File: config.mk
export PLATFORM = sky130hd
export DESIGN_NAME = id_stage
export DESIGN_NICKNAME = d
export VERILOG_FILES = /design/src/la_decode_pkg.sv /design/src/decode_select.sv /design/src/decoder_2ri12.sv /design/src/decoder_2ri14.sv /design/src/id_stage.sv /design/src/regfile.sv
export SDC_FILE = /design/constraint.sdc
export NUM_CORES = 2
export LEC_CHECK = 0
export BUFFER_PORTS_ARGS = -buffer_cell sky130_fd_sc_hd__buf_2
export CAP_MARGIN = 20
export CORE_MARGIN = 3
export CORE_UTILIZATION = 56
export DETAILED_ROUTE_END_ITERATION = 16
export GPL_ROUTABILITY_DRIVEN = 1
export PLACE_DENSITY_LB_ADDON = 0.25
export SLEW_MARGIN = 20
export SYNTH_ARGS = -nofsm -noshare
export SYNTH_HDL_FRONTEND = slang
export SYNTH_HIERARCHICAL = 1
export SYNTH_SLANG_ARGS = --single-unit
File: constraint.sdc
create_clock -name clk -period 4.6 [get_ports clk]
set_clock_uncertainty 0.15 [all_clocks]
set_input_delay 0.23 -clock clk [delete_from_list [all_inputs] [get_ports clk]]
set_output_delay 0.23 -clock clk [all_outputs]
set_load 0.005 [all_outputs]
File: src/la_decode_pkg.sv
package la_decode_pkg;

    // 2RI14 major opcodes, inst[31:24]
    localparam logic [7:0] OP14_LLW = 8'h20;
    localparam logic [7:0] OP14_SCW = 8'h21;
    localparam logic [7:0] OP14_CSR = 8'h04;

    // csr group sub-op lives in the rj field
    localparam logic [4:0] CSR_SUB_RD = 5'd0;
    localparam logic [4:0] CSR_SUB_WR = 5'd1;

    // 2RI12 major opcodes, inst[31:22]
    localparam logic [9:0] OP12_SLTI  = 10'h008;
    localparam logic [9:0] OP12_SLTUI = 10'h009;
    localparam logic [9:0] OP12_ADDI  = 10'h00a;
    localparam logic [9:0] OP12_ANDI  = 10'h00d;
    localparam logic [9:0] OP12_ORI   = 10'h00e;
    localparam logic [9:0] OP12_XORI  = 10'h00f;
    localparam logic [9:0] OP12_LDW   = 10'h0a2;
    localparam logic [9:0] OP12_STW   = 10'h0a6;

    localparam logic [13:0] CSR_LLBCTL = 14'h060;   // ll/sc link bit control

    typedef enum logic [7:0] {
        ALU_NOP     = 8'h00,
        ALU_ADD     = 8'h01,
        ALU_SLT     = 8'h02,
        ALU_SLTU    = 8'h03,
        ALU_AND     = 8'h04,
        ALU_OR      = 8'h05,
        ALU_XOR     = 8'h06,
        ALU_LDW     = 8'h10,
        ALU_STW     = 8'h11,
        ALU_LLW     = 8'h12,
        ALU_SCW     = 8'h13,
        ALU_CSRRD   = 8'h20,
        ALU_CSRWR   = 8'h21,
        ALU_CSRXCHG = 8'h22
    } alu_op_e;

    typedef enum logic [2:0] {
        SEL_NOP        = 3'd0,
        SEL_ARITH      = 3'd1,
        SEL_LOGIC      = 3'd2,
        SEL_LOAD_STORE = 3'd3,
        SEL_CSR        = 3'd4
    } alu_sel_e;

    // ecode values as in the estat register
    typedef enum logic [6:0] {
        EXC_NONE = 7'h00,
        EXC_INE  = 7'h0d,
        EXC_IPE  = 7'h0e
    } exc_cause_e;

    typedef struct packed {
        logic        hit;               // word belongs to this format
        logic        reg_write_en;
        logic [4:0]  reg_write_addr;
        alu_op_e     aluop;
        alu_sel_e    alusel;
        logic [31:0] imm;
        logic        reg1_read_en;
        logic [4:0]  reg1_read_addr;
        logic        reg2_read_en;
        logic [4:0]  reg2_read_addr;
        logic        is_privilege;
        logic        csr_read_en;
        logic        csr_write_en;
        logic [13:0] csr_addr;
    } decoded_t;

endpackage

File: src/decode_select.sv
module decode_select (
    input  logic                      clk,
    input  logic                      reset,
    input  logic                      in_valid,
    input  logic [31:0]               pc,
    input  logic [31:0]               inst,
    input  logic [1:0]                plv,
    input  la_decode_pkg::decoded_t   dec_ri14,
    input  la_decode_pkg::decoded_t   dec_ri12,
    output la_decode_pkg::decoded_t   sel_dec,
    output logic                      out_valid,
    output logic [31:0]               out_pc,
    output logic [31:0]               out_inst,
    output la_decode_pkg::decoded_t   out_dec,
    output la_decode_pkg::exc_cause_e out_exc
);
    import la_decode_pkg::*;

    exc_cause_e exc;
    decoded_t   fin_dec;

    // opcode spaces are disjoint, at most one hit
    assign sel_dec = dec_ri14.hit ? dec_ri14 : dec_ri12;

    always_comb begin
        exc = EXC_NONE;
        if (!sel_dec.hit) begin
            exc = EXC_INE;
        end else if (sel_dec.is_privilege && plv != 2'd0) begin
            exc = EXC_IPE;   // csr access outside kernel mode
        end

        fin_dec = sel_dec;
        if (exc != EXC_NONE) begin
            fin_dec.reg_write_en = 1'b0;   // faulting word must not retire
            fin_dec.csr_write_en = 1'b0;
        end
    end

    always_ff @(posedge clk) begin
        if (reset) begin
            out_valid <= 1'b0;
        end else begin
            out_valid <= in_valid;
        end
    end

    always_ff @(posedge clk) begin
        if (in_valid) begin
            out_pc   <= pc;
            out_inst <= inst;
            out_dec  <= fin_dec;
            out_exc  <= exc;
        end
    end

endmodule

File: src/decoder_2ri12.sv
module decoder_2ri12 (
    input  logic [31:0]             inst,
    output la_decode_pkg::decoded_t dec
);
    import la_decode_pkg::*;

    logic [9:0]  opcode;
    logic [11:0] si12;
    logic [4:0]  rj;
    logic [4:0]  rd;
    logic [31:0] imm_sext;
    logic [31:0] imm_zext;

    assign opcode   = inst[31:22];
    assign si12     = inst[21:10];
    assign rj       = inst[9:5];
    assign rd       = inst[4:0];
    assign imm_sext = {{20{si12[11]}}, si12};
    assign imm_zext = {20'b0, si12};   // logic ops use ui12

    always_comb begin
        dec = '0;

        // common shape for the whole format
        dec.reg1_read_en   = 1'b1;
        dec.reg1_read_addr = rj;
        dec.reg_write_en   = 1'b1;
        dec.reg_write_addr = rd;
        dec.imm            = imm_sext;

        case (opcode)
            OP12_ADDI: begin
                dec.hit    = 1'b1;
                dec.aluop  = ALU_ADD;
                dec.alusel = SEL_ARITH;
            end
            OP12_SLTI: begin
                dec.hit    = 1'b1;
                dec.aluop  = ALU_SLT;
                dec.alusel = SEL_ARITH;
            end
            OP12_SLTUI: begin
                dec.hit    = 1'b1;
                dec.aluop  = ALU_SLTU;   // signed imm, unsigned compare
                dec.alusel = SEL_ARITH;
            end
            OP12_ANDI: begin
                dec.hit    = 1'b1;
                dec.aluop  = ALU_AND;
                dec.alusel = SEL_LOGIC;
                dec.imm    = imm_zext;
            end
            OP12_ORI: begin
                dec.hit    = 1'b1;
                dec.aluop  = ALU_OR;
                dec.alusel = SEL_LOGIC;
                dec.imm    = imm_zext;
            end
            OP12_XORI: begin
                dec.hit    = 1'b1;
                dec.aluop  = ALU_XOR;
                dec.alusel = SEL_LOGIC;
                dec.imm    = imm_zext;
            end
            OP12_LDW: begin
                dec.hit    = 1'b1;
                dec.aluop  = ALU_LDW;
                dec.alusel = SEL_LOAD_STORE;
            end
            OP12_STW: begin
                dec.hit            = 1'b1;
                dec.aluop          = ALU_STW;
                dec.alusel         = SEL_LOAD_STORE;
                dec.reg_write_en   = 1'b0;
                dec.reg_write_addr = 5'd0;
                dec.reg2_read_en   = 1'b1;
                dec.reg2_read_addr = rd;   // store data
            end
            default: begin
                dec = '0;   // no claim, drop the common fields
            end
        endcase
    end

endmodule

File: src/decoder_2ri14.sv
module decoder_2ri14 (
    input  logic [31:0]             inst,
    output la_decode_pkg::decoded_t dec
);
    import la_decode_pkg::*;

    logic [7:0]  opcode;
    logic [13:0] si14;
    logic [4:0]  rj;
    logic [4:0]  rd;
    logic [31:0] imm_word;

    assign opcode   = inst[31:24];
    assign si14     = inst[23:10];
    assign rj       = inst[9:5];
    assign rd       = inst[4:0];
    assign imm_word = {{16{si14[13]}}, si14, 2'b00};   // word offset, byte aligned

    always_comb begin
        dec = '0;
        case (opcode)
            OP14_LLW: begin
                dec.hit            = 1'b1;
                dec.aluop          = ALU_LLW;
                dec.alusel         = SEL_LOAD_STORE;
                dec.reg_write_en   = 1'b1;
                dec.reg_write_addr = rd;
                dec.reg1_read_en   = 1'b1;
                dec.reg1_read_addr = rj;   // base address
                dec.imm            = imm_word;
                dec.csr_read_en    = 1'b1;
                dec.csr_addr       = CSR_LLBCTL;
            end
            OP14_SCW: begin
                dec.hit            = 1'b1;
                dec.aluop          = ALU_SCW;
                dec.alusel         = SEL_LOAD_STORE;
                dec.reg_write_en   = 1'b1;   // success flag back to rd
                dec.reg_write_addr = rd;
                dec.reg1_read_en   = 1'b1;
                dec.reg1_read_addr = rj;
                dec.reg2_read_en   = 1'b1;
                dec.reg2_read_addr = rd;   // store data
                dec.imm            = imm_word;
                dec.csr_read_en    = 1'b1;
                dec.csr_addr       = CSR_LLBCTL;
            end
            OP14_CSR: begin
                dec.hit            = 1'b1;
                dec.is_privilege   = 1'b1;
                dec.alusel         = SEL_CSR;
                dec.reg_write_en   = 1'b1;   // old csr value always lands in rd
                dec.reg_write_addr = rd;
                dec.csr_read_en    = 1'b1;
                dec.csr_addr       = si14;
                case (rj)
                    CSR_SUB_RD: begin
                        dec.aluop = ALU_CSRRD;
                    end
                    CSR_SUB_WR: begin
                        dec.aluop          = ALU_CSRWR;
                        dec.reg1_read_en   = 1'b1;
                        dec.reg1_read_addr = rd;
                        dec.csr_write_en   = 1'b1;
                    end
                    default: begin
                        dec.aluop          = ALU_CSRXCHG;
                        dec.reg1_read_en   = 1'b1;
                        dec.reg1_read_addr = rd;   // new value
                        dec.reg2_read_en   = 1'b1;
                        dec.reg2_read_addr = rj;   // write mask
                        dec.csr_write_en   = 1'b1;
                    end
                endcase
            end
            default: begin
                dec = '0;   // not a 2ri14 word
            end
        endcase
    end

endmodule

File: src/id_stage.sv
module id_stage (
    input  logic                      clk,
    input  logic                      reset,
    input  logic                      in_valid,
    input  logic [31:0]               pc,
    input  logic [31:0]               inst,
    input  logic [1:0]                plv,
    input  logic                      wb_en,
    input  logic [4:0]                wb_addr,
    input  logic [31:0]               wb_data,
    output logic                      out_valid,
    output logic [31:0]               out_pc,
    output logic [31:0]               out_inst,
    output la_decode_pkg::decoded_t   out_dec,
    output la_decode_pkg::exc_cause_e out_exc,
    output logic [31:0]               rj_value,
    output logic [31:0]               rk_value
);
    import la_decode_pkg::*;

    decoded_t dec_ri14;
    decoded_t dec_ri12;
    decoded_t sel_dec;

    decoder_2ri14 u_dec_ri14 (
        .inst (inst),
        .dec  (dec_ri14)
    );

    decoder_2ri12 u_dec_ri12 (
        .inst (inst),
        .dec  (dec_ri12)
    );

    decode_select u_select (
        .clk       (clk),
        .reset     (reset),
        .in_valid  (in_valid),
        .pc        (pc),
        .inst      (inst),
        .plv       (plv),
        .dec_ri14  (dec_ri14),
        .dec_ri12  (dec_ri12),
        .sel_dec   (sel_dec),
        .out_valid (out_valid),
        .out_pc    (out_pc),
        .out_inst  (out_inst),
        .out_dec   (out_dec),
        .out_exc   (out_exc)
    );

    // operands are captured on the same edge as out_dec
    regfile u_regfile (
        .clk     (clk),
        .reset   (reset),
        .rd_en   (in_valid),
        .raddr1  (sel_dec.reg1_read_addr),
        .raddr2  (sel_dec.reg2_read_addr),
        .ren1    (sel_dec.reg1_read_en),
        .ren2    (sel_dec.reg2_read_en),
        .wb_en   (wb_en),
        .wb_addr (wb_addr),
        .wb_data (wb_data),
        .rdata1  (rj_value),
        .rdata2  (rk_value)
    );

endmodule

File: src/regfile.sv
module regfile (
    input  logic        clk,
    input  logic        reset,
    input  logic        rd_en,
    input  logic [4:0]  raddr1,
    input  logic [4:0]  raddr2,
    input  logic        ren1,
    input  logic        ren2,
    input  logic        wb_en,
    input  logic [4:0]  wb_addr,
    input  logic [31:0] wb_data,
    output logic [31:0] rdata1,
    output logic [31:0] rdata2
);

    logic [31:0] regs [32];

    // one read port, r0 and disabled ports give zero
    function automatic logic [31:0] read_port(input logic en, input logic [4:0] addr);
        logic [31:0] val;
        val = regs[addr];
        if (!en || addr == 5'd0) begin
            val = 32'b0;
        end else if (wb_en && wb_addr == addr) begin
            val = wb_data;   // same-edge writeback wins
        end
        return val;
    endfunction

    always_ff @(posedge clk) begin
        if (reset) begin
            for (int i = 0; i < 32; i++) begin
                regs[i] <= 32'b0;
            end
        end else if (wb_en && wb_addr != 5'd0) begin
            regs[wb_addr] <= wb_data;
        end
    end

    always_ff @(posedge clk) begin
        if (reset) begin
            rdata1 <= 32'b0;
            rdata2 <= 32'b0;
        end else if (rd_en) begin
            rdata1 <= read_port(ren1, raddr1);
            rdata2 <= read_port(ren2, raddr2);
        end
    end

endmodule

==> results_dict.tcl <==
set metrics [dict create \
    final_common_cell "edfxtp_1" \
    coreArea_um2 113400 \
    drc 0 \
    synth_area_um2 64610 \
    synth-simple-area-share_pct 12.78 \
    drtIter0Drc 7933 \
    synth_compound_area_share_pct 5.587 \
    ys_top_cells_by_area "edfxtp_1 (54%), mux4_2 (16%), and2_1 (9.4%)" \
    mostFrequentLayoutCells "edfxtp_1 (1170), and2_1 (966), mux4_2 (463)" \
    ant_nets 0 \
    drv_cap 0 \
    place_area_um2 68930 \
    yosys.area_share.adder_pct 0 \
    multi_input_area_um2 26280 \
    cts_setup_buffers 0 \
    finalCriticalPeriod_ns 4.300 \
    grt_use_met2_pct 56.96 \
    synth_mux_area_share_pct 20.80 \
    synth.distinct_cells 74 \
    postLayoutCellArea_um2 74370 \
    power_density_nw_per_um2 347.3 \
    grt_pass1_wl_um 325400 \
    seqCellArea_um2 36430 \
    clock_latency_ns 0.78 \
    async_flop_share_pct 0 \
    layout-drive-gt1-share_pct 29.20 \
    yosysSeqAreaShare_pct 56.39 \
    ctsResizeCount 0 \
    wirelength_um 232300 \
    path_clk_slew_ns 0.06 \
    final_max_slew_viol_count 0 \
    ys_seq_elements 1235 \
    cp.arrival_ns 4.79 \
    overflow 0 \
    ir_drop_v 0.0003926 \
    slew_headroom_pct 19.63 \
    grt_max_degree 67 \
    synth_enable_flop_cells 1170 \
    synth_top_family_by_area "multiplexers" \
    vias 45740 \
    avgSynthCellArea_um2 14.37 \
    wl_per_cell_um 35.97 \
    hold_violations 0 \
    worst_pin_slew_ns 1.202 \
    critPathSlowestCell "or4_4" \
    use_met3_pct 13.08 \
    syn_to_final_growth_pct 15.09 \
    nets 4932 \
    power_mw 25.83 \
    synth-xor-area-share_pct 0.1356 \
    final_core_util_pct 65.56 \
    worstPathRequired_ns 5.09 \
    fmax_ghz 0.2326 \
    die_x_um 345.7 \
    hp-class "in2reg" \
    critical-path-max-stage-delay_ns 0.55 \
    finalSetupTns_ns 0 \
    die_area_um2 119500 \
    start_util_pct 56.97 \
    worst_path_dominant_cell_family "buffers and inverters" \
    place.gp.congestion 0.9079 \
    h-tree-depth 4 \
    setup_viol 0 \
    synth_top_flop_cell "edfxtp_1" \
    rsz0062_at_grt "no" \
    fillCellCount 7967 \
    antenna_found_initial 25 \
    synth_largest_area_cell "edfxtp_1" \
    holdBufCountCts 100 \
    crit_fanout 38 \
    dp_hpwl_um 137800 \
    cp-start-kind "input port" \
    synth_top_area_share_pct 54.38 \
    worstSetupPathType "in2reg" \
    path_cells "dlygate4sd3_1, buf_2, or4_4, nor4b_4, buf_4, a32o_1, mux2_8, buf_12, buf_12, xnor2_1, nand4_1, o211a_1, buf_4, nor2b_1, a221o_1" \
    ys_warn_count 6 \
    numCtsBuffers 136 \
    crit_buf_inv 6 \
    leakage_nw 25.10 \
    grt-busiest-layer "met2" \
    r2r_slack_ns 2.42 \
    worstSetupEndpointType "flip-flop" \
    ios 322 \
    synthCells 4495 \
    firstDrtPassIters 8 \
    viasPerCell 7.082 \
    clk_path_buf_depth 3 \
    root_buffer "clkbuf_16" \
    cts_tree "yes" \
    grtUsageMet1_pct 48.33 \
    port_buffers 318 \
    outcome "finished clean" \
    period_share_pct 93.47 \
    grt_pass1_vias 44470 \
    track_usage_pct 38.30 \
    die_height_um 345.7 \
    clock_sinks 1235 \
    num_rows 123 \
]
-- per-stage QoR --
stage	hold WS, ns	cells	setup slack [ns]
2_1_floorplan	0.1516	4554	0.2526
3_5_place_dp	0.2587	6086	0.1306
5_1_grt	0.01349	6435	0.1605
6_report	0.03994	6459	0.3002
4_1_cts	0.005840	6434	0.3931
3_3_place_gp	0.2574	6086	0.1002
-- area by class of cell --
cell class                 instances  area share (%)
sequential                      1235           48.99
inverter                          42          0.2154
clock inverter                    69          0.9641
clock buffer                     179           4.888
antenna                           24         0.08076
timing repair buffer             666           6.994
multi-input combinational       2744           35.34
tap                             1500           2.524
-- where the power goes --
group	internal (mW)	leakage, nW	total, mW	switching, mW
Sequential	12.9	11.7	13.2	0.290
Clock	6.17	2.13	10.8	4.66
Combinational	0.688	11.3	1.80	1.11
Total	19.8	25.1	25.8	6.06
-- path summary, 6_finish.rpt --
| check | startpoint | end | cells after the start |
|---|---|---|---|
| worst max-delay path | inst[28] | u_regfile/rdata2[28] | 15 |
| worst min-delay path | pc[13] | u_select/out_pc[13] | 2 |
| worst max register to register | u_regfile/regs[17][30] | u_regfile/rdata2[30] | 5 |
| worst min register to register | u_regfile/rdata2[22] | u_regfile/rdata2[22] | 1 |
-- kinds of logic after synthesis --
logic type / after synthesis
AO/OA/AOI/OAI: 536
AND/OR/NAND/NOR: 1387
XOR/XNOR: 10
multiplexers: 748
buffers and inverters: 575
other: 4
flip-flops: 1235
-- worst reg2reg max path, stage by stage (launching register included) --
cell and delay, ns:
edfxtp_1 0.40, mux4_2 0.48, mux4_2 0.50, mux2i_1 0.20
nor2b_1 0.08, a221o_1 0.26
-- flip-flops by register name, summed over array words and instances, names as in the netlist --
name                count
u_regfile/rdata1       32
u_regfile/rdata2       32
u_regfile/regs       1024
u_select/out_dec       79
u_select/out_exc        3
u_select/out_inst      32
u_select/out_pc        32
u_select/out_valid      1
-- cells in the mapped netlist, drive strengths merged, types with 3 or more instances --
cell,instances
a21o,3
a221oi,24
o311a,3
nand3b,13
a21oi,147
a2bb2oi,6
a22oi,22
a31oi,10
nor2,63
o221a,9
mux2i,181
mux4,463
conb,4
nor4,20
nor2b,58
nand2b,12
xor2,3
a211oi,10
xnor2,7
or4,3
dfxtp,65
a32o,5
buf,203
or3,10
a22o,9
a32oi,3
o221ai,7
a221o,60
o2111a,12
and3,4
o21a,6
o211ai,30
nand2,116
o21ai,132
mux2,104
clkbuf,330
o22ai,32
inv,41
edfxtp,1170
nor3,75
nand3,31
and2,967
-- layer usage --
metal / routed length, um / vias to the layer above
met5: 40 / -
met4: 17510 / 6
met3: 35360 / 1041
met2: 102700 / 4239
met1: 76730 / 22720
li1: - / 17730
Power figures use the tool's default switching activity.
